--- config.mk ---
export PLATFORM = sky130hd
export DESIGN_NAME = pcs_tx_top
export DESIGN_NICKNAME = d
export VERILOG_FILES = /design/src/design/pcs_block_pkg.sv /design/src/design/host_if_pkg.sv /design/src/design/block_fetch.sv /design/src/design/gearbox_66_40.sv /design/src/design/payload_scrambler.sv /design/src/design/pcs_tx_top.sv
export VERILOG_INCLUDE_DIRS = /design/src /design/src/design
export SDC_FILE = /design/constraint.sdc
export NUM_CORES = 2
export LEC_CHECK = 0
export BUFFER_PORTS_ARGS = -buffer_cell sky130_fd_sc_hd__buf_4
export CORE_ASPECT_RATIO = 1.4
export CORE_MARGIN = 2
export CORE_UTILIZATION = 35
export DETAILED_ROUTE_END_ITERATION = 12
export GPL_ROUTABILITY_DRIVEN = 0
export PLACE_DENSITY_LB_ADDON = 0.25
export SKIP_LAST_GASP = 1
export SLEW_MARGIN = 5
export SYNTH_ARGS = -nofsm -noshare
export SYNTH_HDL_FRONTEND = slang
export SYNTH_SLANG_ARGS = --single-unit
--- constraint.sdc ---
create_clock -name clk_in -period 9.15 [get_ports clk_in]
set_clock_uncertainty 0.05 [all_clocks]
set_input_delay 0.915 -clock clk_in [delete_from_list [all_inputs] [get_ports clk_in]]
set_output_delay 0.915 -clock clk_in [all_outputs]
set_load 0.01 [all_outputs]
--- src/design/pcs_tx_params.svh ---
`ifndef PCS_TX_PARAMS_SVH
`define PCS_TX_PARAMS_SVH

// Block buffer entries
`define BUF_DEPTH 32

// Cycles from read request to fetch output
`define FETCH_LATENCY 2

// Scrambler register stage
`define SCR_LATENCY 1

// Gearbox delay on phase and request, matches fetch plus scrambler
`define GBX_READ_DELAY (`FETCH_LATENCY + `SCR_LATENCY)

// Scrambler start state, all ones
`define SCR_SEED 58'h3ff_ffff_ffff_ffff

// First output word, counted from the first edge that sees ena high
`define FIRST_WORD_CYCLES (`GBX_READ_DELAY + 3)

`endif

--- src/design/pcs_block_pkg.sv ---
package pcs_block_pkg;

   // --------------------
   // Block level types
   // --------------------

   // Serializer word width
   localparam int LANE_W = 40;

   // 64b/66b sync header, 01 for data and 10 for control
   typedef logic [1:0] sync_hdr_t;

   // One encoded block
   // Sync header sits in bits 1:0, payload in bits 65:2
   typedef struct packed {
      logic [63:0] payload;
      sync_hdr_t   sync;
   } block_t;

   // One word toward the serializer, bit 0 goes out first
   typedef logic [LANE_W-1:0] lane_word_t;

   // Scrambler mode
   typedef enum logic {
      SCR_ON     = 1'b0,
      SCR_BYPASS = 1'b1
   } scr_mode_e;

   // Fetch stage FSM
   typedef enum logic {
      FETCH_IDLE = 1'b0,
      FETCH_RUN  = 1'b1
   } fetch_state_e;

endpackage

--- src/design/host_if_pkg.sv ---
`include "pcs_tx_params.svh"

package host_if_pkg;

   // Buffer address width, 5 bits for 32 entries
   localparam int BUF_ADDR_W = $clog2(`BUF_DEPTH);

   // Host write into the block buffer
   typedef struct packed {
      logic                       wr_en;
      logic [BUF_ADDR_W-1:0]      addr;
      pcs_block_pkg::block_t      blk;
   } host_wr_t;

   // Static stream setup
   // blk_count is the last valid buffer index, so entries 0..blk_count are sent
   typedef struct packed {
      logic [BUF_ADDR_W-1:0]      blk_count;
      pcs_block_pkg::scr_mode_e   scr_mode;
   } stream_cfg_t;

endpackage

--- src/design/block_fetch.sv ---
`timescale 1ns/1ps
`include "pcs_tx_params.svh"

module block_fetch (
   input  logic                      clk_in,
   input  logic                      reset,
   input  logic                      ena,
   input  logic                      rd_req,
   input  host_if_pkg::host_wr_t     host_wr,
   input  host_if_pkg::stream_cfg_t  stream_cfg,
   output pcs_block_pkg::block_t     fetch_block,
   output logic                      fetch_valid
);

   // Data stages after the registered address
   localparam int DATA_STAGES = `FETCH_LATENCY - 1;
   localparam int AW = host_if_pkg::BUF_ADDR_W;

   pcs_block_pkg::block_t        mem [`BUF_DEPTH];
   pcs_block_pkg::fetch_state_e  state;
   logic [AW-1:0]                rd_addr;
   logic [AW-1:0]                rd_addr_q;
   logic                         req_q;
   pcs_block_pkg::block_t        data_pipe [DATA_STAGES];
   logic [DATA_STAGES-1:0]       valid_pipe;

   // --------------------
   // Host write port
   // --------------------
   always_ff @(posedge clk_in) begin
      if (host_wr.wr_en) begin
         mem[host_wr.addr] <= host_wr.blk;
      end
   end

   // --------------------
   // FSM and address
   // --------------------
   // Idle holds address at 0 so every start reads entry 0 first
   always_ff @(posedge clk_in or posedge reset) begin
      if (reset) begin
         state   <= pcs_block_pkg::FETCH_IDLE;
         rd_addr <= '0;
         req_q   <= 1'b0;
      end else if (!ena) begin
         state   <= pcs_block_pkg::FETCH_IDLE;
         rd_addr <= '0;
         req_q   <= 1'b0;
      end else begin
         state <= pcs_block_pkg::FETCH_RUN;
         req_q <= rd_req && (state == pcs_block_pkg::FETCH_RUN);
         if (rd_req && (state == pcs_block_pkg::FETCH_RUN)) begin
            // Wrap after the last configured entry
            rd_addr <= (rd_addr == stream_cfg.blk_count) ? '0 : rd_addr + 1'b1;
         end
      end
   end

   // Capture the address of the accepted request
   always_ff @(posedge clk_in) begin
      if (rd_req) begin
         rd_addr_q <= rd_addr;
      end
   end

   // --------------------
   // Read data pipeline
   // --------------------
   always_ff @(posedge clk_in) begin
      data_pipe[0] <= mem[rd_addr_q];
      for (int i = 1; i < DATA_STAGES; i++) begin
         data_pipe[i] <= data_pipe[i-1];
      end
   end

   // Valid bit rides along with the data and clears when the stream stops
   always_ff @(posedge clk_in or posedge reset) begin
      if (reset) begin
         valid_pipe <= '0;
      end else if (!ena) begin
         valid_pipe <= '0;
      end else begin
         valid_pipe[0] <= req_q;
         for (int i = 1; i < DATA_STAGES; i++) begin
            valid_pipe[i] <= valid_pipe[i-1];
         end
      end
   end

   assign fetch_block = data_pipe[DATA_STAGES-1];
   assign fetch_valid = valid_pipe[DATA_STAGES-1];

endmodule

--- src/design/gearbox_66_40.sv ---
`timescale 1ns/1ps
`include "pcs_tx_params.svh"

module gearbox_66_40 (
   input  logic                        clk_in,
   input  logic                        reset,
   input  logic                        ena,
   input  pcs_block_pkg::block_t       blk,
   output logic                        rd_req,
   output pcs_block_pkg::lane_word_t   data_out
);

   localparam int DLY = `GBX_READ_DELAY;

   // Phase tag that travels with each request
   typedef struct packed {
      logic        live;
      logic        req;
      logic [5:0]  phase;
   } gbx_tag_t;

   logic                   run;
   logic [5:0]             phase;
   gbx_tag_t               tag_q;
   gbx_tag_t               tag_pipe [DLY];
   gbx_tag_t               out_tag;
   pcs_block_pkg::block_t  sr0;
   pcs_block_pkg::block_t  sr1;
   logic [131:0]           window;

   // 20 blocks per 33 words, no new block needed in these phases
   function automatic logic req_pattern(input logic [5:0] ph);
      case (ph)
         6'd2, 6'd5, 6'd7, 6'd10, 6'd12, 6'd15, 6'd17,
         6'd20, 6'd22, 6'd25, 6'd27, 6'd30, 6'd32: req_pattern = 1'b0;
         default: req_pattern = 1'b1;
      endcase
   endfunction

   // Bit offset of the word inside {sr0, sr1}
   // Word p starts at stream bit 40p, sr0 holds the block with bit 40p+39
   function automatic logic [6:0] word_offset(input logic [5:0] ph);
      logic [11:0] bit_pos;
      logic [6:0]  rem;
      bit_pos = 12'(ph) * 12'd40;
      rem     = 7'(bit_pos % 12'd66);
      word_offset = (rem >= 7'd27) ? rem : rem + 7'd66;
   endfunction

   // --------------------
   // Phase and request
   // --------------------
   // One start cycle after ena rises, phase held at 0 until then
   always_ff @(posedge clk_in or posedge reset) begin
      if (reset) begin
         run   <= 1'b0;
         phase <= '0;
         tag_q <= '0;
      end else begin
         run         <= ena;
         tag_q.live  <= ena && run;
         tag_q.req   <= ena && run && req_pattern(phase);
         tag_q.phase <= phase;
         if (!ena || !run) begin
            phase <= '0;
         end else begin
            phase <= (phase == 6'd32) ? '0 : phase + 6'd1;
         end
      end
   end

   assign rd_req = tag_q.req;

   // Delay so each tag meets the block its request fetched
   always_ff @(posedge clk_in or posedge reset) begin
      if (reset) begin
         for (int i = 0; i < DLY; i++) begin
            tag_pipe[i] <= '0;
         end
         out_tag <= '0;
      end else if (!ena) begin
         for (int i = 0; i < DLY; i++) begin
            tag_pipe[i] <= '0;
         end
         out_tag <= '0;
      end else begin
         tag_pipe[0] <= tag_q;
         for (int i = 1; i < DLY; i++) begin
            tag_pipe[i] <= tag_pipe[i-1];
         end
         out_tag <= tag_pipe[DLY-1];
      end
   end

   // --------------------
   // Block shift and slice
   // --------------------
   always_ff @(posedge clk_in) begin
      if (tag_pipe[DLY-1].req) begin
         sr0 <= blk;
         sr1 <= sr0;
      end
   end

   // Older block in the low half
   assign window = {sr0, sr1};

   always_ff @(posedge clk_in or posedge reset) begin
      if (reset) begin
         data_out <= '0;
      end else if (!ena || !out_tag.live) begin
         data_out <= '0;
      end else begin
         data_out <= window[word_offset(out_tag.phase) +: pcs_block_pkg::LANE_W];
      end
   end

endmodule

--- src/design/payload_scrambler.sv ---
`timescale 1ns/1ps
`include "pcs_tx_params.svh"

module payload_scrambler (
   input  logic                      clk_in,
   input  logic                      reset,
   input  logic                      ena,
   input  pcs_block_pkg::scr_mode_e  scr_mode,
   input  pcs_block_pkg::block_t     in_block,
   input  logic                      in_valid,
   output pcs_block_pkg::block_t     out_block
);

   logic [57:0]  scr_state;
   logic [57:0]  scr_next;
   logic [63:0]  payload_scr;
   logic         scr_on;

   assign scr_on = (scr_mode == pcs_block_pkg::SCR_ON);

   // --------------------
   // x^58 + x^39 + 1
   // --------------------
   // Bit 0 first, each scrambled bit feeds back into the state
   // scr_next[38] is the bit 39 back, scr_next[57] the bit 58 back
   always_comb begin
      scr_next = scr_state;
      for (int i = 0; i < 64; i++) begin
         payload_scr[i] = in_block.payload[i] ^ scr_next[38] ^ scr_next[57];
         scr_next       = {scr_next[56:0], payload_scr[i]};
      end
   end

   // State only moves on real blocks, and restarts from seed when idle
   always_ff @(posedge clk_in or posedge reset) begin
      if (reset) begin
         scr_state <= `SCR_SEED;
      end else if (!ena) begin
         scr_state <= `SCR_SEED;
      end else if (in_valid && scr_on) begin
         scr_state <= scr_next;
      end
   end

   // Output stage
   // Sync header is never scrambled
   always_ff @(posedge clk_in) begin
      out_block.sync    <= in_block.sync;
      out_block.payload <= scr_on ? payload_scr : in_block.payload;
   end

endmodule

--- src/design/pcs_tx_top.sv ---
`timescale 1ns/1ps

module pcs_tx_top (
   input  logic                        clk_in,
   input  logic                        reset,
   input  logic                        ena,
   input  host_if_pkg::host_wr_t       host_wr,
   input  host_if_pkg::stream_cfg_t    stream_cfg,
   output pcs_block_pkg::lane_word_t   data_out
);

   // Stage links
   logic                   rd_req;
   pcs_block_pkg::block_t  fetch_block;
   logic                   fetch_valid;
   pcs_block_pkg::block_t  scr_block;

   // Buffer read, fixed latency
   block_fetch u_fetch (
      .clk_in      (clk_in),
      .reset       (reset),
      .ena         (ena),
      .rd_req      (rd_req),
      .host_wr     (host_wr),
      .stream_cfg  (stream_cfg),
      .fetch_block (fetch_block),
      .fetch_valid (fetch_valid)
   );

   payload_scrambler u_scr (
      .clk_in    (clk_in),
      .reset     (reset),
      .ena       (ena),
      .scr_mode  (stream_cfg.scr_mode),
      .in_block  (fetch_block),
      .in_valid  (fetch_valid),
      .out_block (scr_block)
   );

   // Issues the reads, consumes the scrambled blocks
   gearbox_66_40 u_gbx (
      .clk_in   (clk_in),
      .reset    (reset),
      .ena      (ena),
      .blk      (scr_block),
      .rd_req   (rd_req),
      .data_out (data_out)
   );

endmodule

Word level (Yosys, flattened, before mapping). Memory sizes are Yosys's and may differ from the RTL's. A register that Yosys moved wholly into a read port is not among the register bits. Cells that the tools add are included.

Bitwise operators: 129. Equality and inequality tests: 4. Reduce and logical (&&, ||, !) cells: 9. Shift operators: 1. Multiplexer cells: 18. Add/subtract/negate cells: 3. Multipliers: 1. Div/mod/pow operators: 1. Order comparisons: 1.

Operator list (number): variable part select 132 x 8 -> 40 bit (1); XOR 1 bit (128); two-way mux 58 bit (2); two-way mux 64 bit (1); two-way mux 40 bit (1); two-way mux 24 bit (1); two-way mux 5 bit (4); modulo 12 x 7 -> 12 bit (second input constant) (1); two-way mux 6 bit (2); multiplier 6 x 3 -> 9 bit (second input constant) (1); two-way mux 8 bit (1); adder 7 bit (second input constant) (1); greater-or-equal comparator 7 x 5 -> 1 bit (second input constant) (1); two-way mux 7 bit (1); adder 6 x 1 -> 6 bit (second input constant) (1); == test 6 bit (second input constant) (1); adder 5 x 1 -> 5 bit (second input constant) (1); == test 5 bit (1); two-way mux 1 bit (5); logical AND 1 bit (4); != test 2 x 1 -> 1 bit (second input constant) (2); logical NOT 1 bit (3); logical OR 1 bit (2); NOT 1 bit (1).

RAM bits: 2178. Register bits: 355. Bits in read-only memories: 64. Bits of input ports: 81. Memories: 3. Word-level logic and storage cells: 199.

Memories: u_fetch.mem (words 32, width 66, rd ports 1, clocked after memory_dff 1, wr ports 1, line block_fetch.sv:19) `` pcs_block_pkg::block_t mem [`BUF_DEPTH]; ``; u_fetch.data_pipe (words 1, width 66, rd ports 1, clocked after memory_dff 0, wr ports 1, line block_fetch.sv:24) `pcs_block_pkg::block_t data_pipe [DATA_STAGES];`; (no name shown) (words 64, width 1, rd ports 1, clocked after memory_dff 0, wr ports 0, line gearbox_66_40.sv:33) `case (ph)`.

Depth between registers and ports, before layout. An unclocked memory read counts as a cell.

Depth after elaboration: 7. Depth in mapped cells: 38. Mapped depth without buffers: 35.

By module. From an unflattened synthesis, not the netlist that was laid out.

Cell total of the unflattened synthesis: 6013. Area, all modules: 103115.1 um2.

By module, submodules not included: block_fetch (area each 82409.0 um2, cells each 3938, times used 1); gearbox_66_40 (area each 14834.2 um2, cells each 1538, times used 1); payload_scrambler (area each 5871.9 um2, cells each 537, times used 1).

Least setup slack after synthesis. No wires, ideal clock.

Path kind: register to register. From: reg u_gbx.out_tag[3] in the netlist's numbering. To: reg u_gbx.data_out[31]. Path buffers: 3. Stages on the path, launching flop included: 36. Required time: 8.996 ns. Setup slack: 1.203 ns. Arrival: 7.793 ns. Setup time: 0.104 ns. Cell sequence: dfrtp_1 > ha_1 > ha_1 > inv_1 > fa_1 > nand2b_1 > o2bb2ai_2 > mux2i_2 > o31a_1 > o21ai_1 > o311a_1 > nor3_2 > o211ai_2 > a21oi_2 > o22a_1 > ha_1 > o31ai_4 > o31ai_4 > ha_1 > nand2_1 > and4bb_2 > a31oi_2 > a21boi_4 > inv_2 > ha_1 > or3_1 > mux2i_1 > a21oi_2 > buf_4 > buf_4 > buf_4 > mux2i_1 > mux2i_1 > o221ai_1 > nand2_1 > a221oi_1.

Cells in the longest elaborated chain, start to end: 6. Elaborated cells on any way between the ends: 7. Those cells by class: add/sub: 1; mul: 1; div: 1; order compare: 1; shift: 1; mux: 2.

Ends and longest elaborated chain: from (decl) (line gearbox_66_40.sv:26) `gbx_tag_t out_tag;`; from (signal assigned) (line gearbox_66_40.sv:91) `out_tag <= tag_pipe[DLY-1];`; multiplier 6 x 3 -> 9 bit (*) (line gearbox_66_40.sv:45) `bit_pos = 12'(ph) * 12'd40;`; modulo 12 x 7 -> 12 bit (*) (line gearbox_66_40.sv:46) `rem = 7'(bit_pos % 12'd66);`; adder 7 bit / greater-or-equal comparator 7 x 5 -> 1 bit (equally long branches) (line gearbox_66_40.sv:47) `word_offset = (rem >= 7'd27) ? rem : rem + 7'd66;`; two-way mux 7 bit (*) (line gearbox_66_40.sv:47); variable part select 132 x 8 -> 40 bit (*) (line gearbox_66_40.sv:114) `data_out <= window[word_offset(out_tag.phase) +: pcs_block_pkg::LANE_W];`; two-way mux 40 bit (*) (line gearbox_66_40.sv:111) `end else if (!ena || !out_tag.live) begin`; to (signal assigned) (line gearbox_66_40.sv:114); to (decl) (line gearbox_66_40.sv:10) `output pcs_block_pkg::lane_word_t data_out`.

Mark *: on every way between the ends. The rest lies on a longest branch, timed or not. A chain may end at the register's enable or synchronous reset.

Final worst setup path.
From: reg u_gbx.out_tag[1] in the netlist's numbering. To: reg u_gbx.data_out[0].

The elaborated chain is that of the path after synthesis.

==> results.md <==
- Clock Latency Late Sink: 0.92 ns
- Clk root buf: clkbuf_16
- Grt total ovfl: 0
- Top post-synthesis cells by area: edfxtp_1, mux4_2, mux2i_1, dfxtp_1, dfrtp_1
- Top cell by count, worst path: ha_1
- Final Util: 40.1%
- Crit path arrival time: 9.57 ns
- Total core area: 290000 sq um
- Area leader, netlist: edfxtp_1
- WHS: 0.163 ns
- Slowest cell delay on critical path: 0.62 ns
- Relative slew margins: 29.4%
- Chip width: 461 microns
- Post-Syn Nets: 5232
- Final ANT Viol Nets: 0
- Flops & latches, synth: 2531
- CP Buf/Inv Count: 3
- Via count: 51200
- Vias in the first global route: 53300
- Worst setup SP type: flip-flop
- Setup WS pre-CTS: 0.0331 ns
- Pins Over Slew Limit: 0
- DR iter-0 viols: 4736
- Worst-Margin Slew: 1.06 ns
- Crit-path slowest cell: a211oi_1
- Req. time, crit path: 9.91 ns
- Top_reg_cell synth: edfxtp_1
- Final worst slack: 0.339 ns
- Fin crit share: 96.3%
- M2 GR Usage: 33.2%
- Final hold viol count: 0
- Total Power: 24.2 mW
- Max Freq: 0.113 GHz
- Cell family with most CP delay: compound AO/OA/AOI/OAI gates
- Final setup vio count: 0
- Fraction of registers with async set/reset: 5.97%
- Register area share after synthesis: 72.4%
- Drt pass-1 iters: 10
- CTS max path bufs: 4
- Post-detail-place hpwl: 158 mm
- Fin crit period: 8.81 ns
- Post-synth top area share: 65.9%
- Ys Warns: 0
- Max cap viols: 0
- Avg Synthesized Cell Area: 19.9 sq um
- Die Y: 643 microns
- LEAKAGE: 38.3 nW
- Post-synthesis cell count: 5132
- First-pass GRT wire length: 397 mm
- CTS tree: done
- Final-stage net count: 5500
- Via/cell ratio: 5.39
- GRT Max-Usage Layer: met2
- CP max FO: 15
- Share of cells above drive strength 1: 27.9%
- Starting Density: 35.2%
- Largest net degree at the start of global routing: 107
- WS Path Type: reg -> reg
- Post-synth EDFFs: 2243
- Met1 Usage GRT: 22.7%
- Layout area overhead: 14.0%
- Met3 Use GR: 2.57%
- Post-synth top cells: edfxtp_1, mux4_2, mux2i_1
- Setup crit end kind: flip-flop
- Most numerous cell in the Yosys netlist: edfxtp_1
- Fill count: 25900
- TritonCTS buffer count: 239
- VDD IR-drop max: 0.188 mV
- Final wirelength: 278 mm
- CTS Sinks: 2531
- Port Buffers: 120
- Pwr Density: 208 nW/um^2
- Status: finished, final reports clean
- Die Area: 296000 sq um
- CTS HTree Levels: 4
- Avg WL per Cell: 29.3 microns
- CTS clock-pin slew for the worst setup and hold paths: 0.07 ns
- CTS Hold Bufs: 0
- Yosys cell types: 90
- GRT Overall Usage: 18.5%
- Antenna violations before repair: 35
- FP Rows: 234
- Mapped Area: 102000 sq um
- DRC viols: 0
- HP Class: in -> async
- I/O pin cnt: 121
## per-layer routing
| layer | wire length, microns | vias to the layer above |
|---|---|---|
| met2 | 146000 | 1502 |
| met5 | 132 | - |
| met1 | 108000 | 27700 |
| met3 | 13000 | 512 |
| met4 | 10200 | 22 |
| li1 | - | 21500 |
## power by group
part           internal, mW  total (mW)  switching, mW
clock                  5.54        9.84           4.30
sequential             12.8        13.0          0.172
combinational         0.594        1.37          0.774
## per-stage QoR
| step | instances | TNS, ns | cell area (sq um) |
|---|---|---|---|
| 2_1_floorplan | 5132 | 0 | 102000 |
| 3_3_place_gp | 9048 | 0 | 109000 |
| 4_1_cts | 9484 | 0 | 116000 |
| 6_report | 9497 | 0 | 117000 |
| 3_5_place_dp | 9048 | 0 | 109000 |
| 5_1_grt | 9491 | -0.0729 | 117000 |
## cells by family after synthesis
kind of cell               count (synthesis)  share of synthesized area [%]
DFF                                     2531                           72.4
muxes                                   1113                           19.1
and+or+nand+nor                          593                           2.58
AOI/OAI and AO/OA                        377                           2.68
buffers and inverters                    298                           1.30
xor gates and xnor gates                 201                           1.72
adders and majority gates                 19                          0.240
## worst paths after layout
| kind | from | endpoint | slack [ns] | cells past startpoint |
|---|---|---|---|---|
| max | u_gbx.out_tag[1]$_DFF_PP0_ | u_gbx.data_out[0]$_DFF_PP0_ | 0.34 | 33 |
| min | reset | u_gbx.data_out[36]$_DFF_PP0_ | 0.16 | 2 |
| max reg2reg | u_gbx.out_tag[1]$_DFF_PP0_ | u_gbx.data_out[0]$_DFF_PP0_ | 0.34 | 33 |
| min reg2reg | u_fetch.data_pipe[0][0]$_DFF_P_ | u_scr.out_block[0]$_DFF_P_ | 0.28 | 0 |
| max in group asynchronous | reset | u_gbx.tag_pipe[6]$_DFF_PP0_ | 7.21 | 3 |
| min in group clk_in | u_fetch.data_pipe[0][0]$_DFF_P_ | u_scr.out_block[0]$_DFF_P_ | 0.28 | 0 |
## cell type report
cell class | instances | area (sq um) | share of cell area, %
Tap cell | 3894 | 4870 | 4.18
Clock buffer | 305 | 6380 | 5.48
Multi-Input combinational cell | 2305 | 27300 | 23.4
Inverter | 16 | 65.1 | 0.0558
Antenna cell | 8 | 20.0 | 0.0172
Sequential cell | 2531 | 74000 | 63.5
Timing Repair Buffer | 307 | 2610 | 2.24
Clock inverter | 131 | 1280 | 1.10
## registers in the layout, indices dropped and copies added (netlist names), named ones only
signal               flops
u_gbx.tag_q              7
u_gbx.out_tag            7
u_scr.out_block         66
u_fetch.rd_addr          5
u_gbx.tag_pipe          24
u_gbx.sr1               60
u_gbx.data_out          40
u_scr.scr_state         58
u_gbx.rd_req             1
u_fetch.req_q            1
u_fetch.data_pipe       66
u_fetch.state            1
u_fetch.fetch_valid      1
u_gbx.sr0               66
u_gbx.phase              6
u_fetch.mem           2112
u_fetch.rd_addr_q        5
## placed cells by master, fill, tap and decap left out, types with 9 or more instances in the layout
master / count
clkbuf_8: 11
mux2i_1: 341
o22ai_1: 9
ha_1: 18
clkinv_1: 48
nor3_1: 16
o221ai_1: 11
nand2b_1: 10
a211oi_1: 17
xor2_1: 120
xnor2_1: 80
dfstp_2: 58
a31oi_1: 15
o211ai_1: 83
nor2_1: 114
a221oi_1: 9
nand3_1: 57
edfxtp_1: 2243
nand2_1: 262
nor2_4: 32
clkbuf_1: 53
inv_1: 14
bufinv_16: 22
and2_1: 38
clkinv_2: 38
dfrtp_1: 91
o21ai_0: 63
dfxtp_1: 132
mux4_2: 660
mux2_2: 105
buf_12: 24
a21oi_1: 51
clkbuf_16: 241
and3_1: 15
buf_4: 283
## what timing repair did
item,CTS,global route
resized for setup,0,21
buffers inserted,0,3
setup endpoints to repair,0,40
No activity file was read; power rests on OpenSTA's default activity.
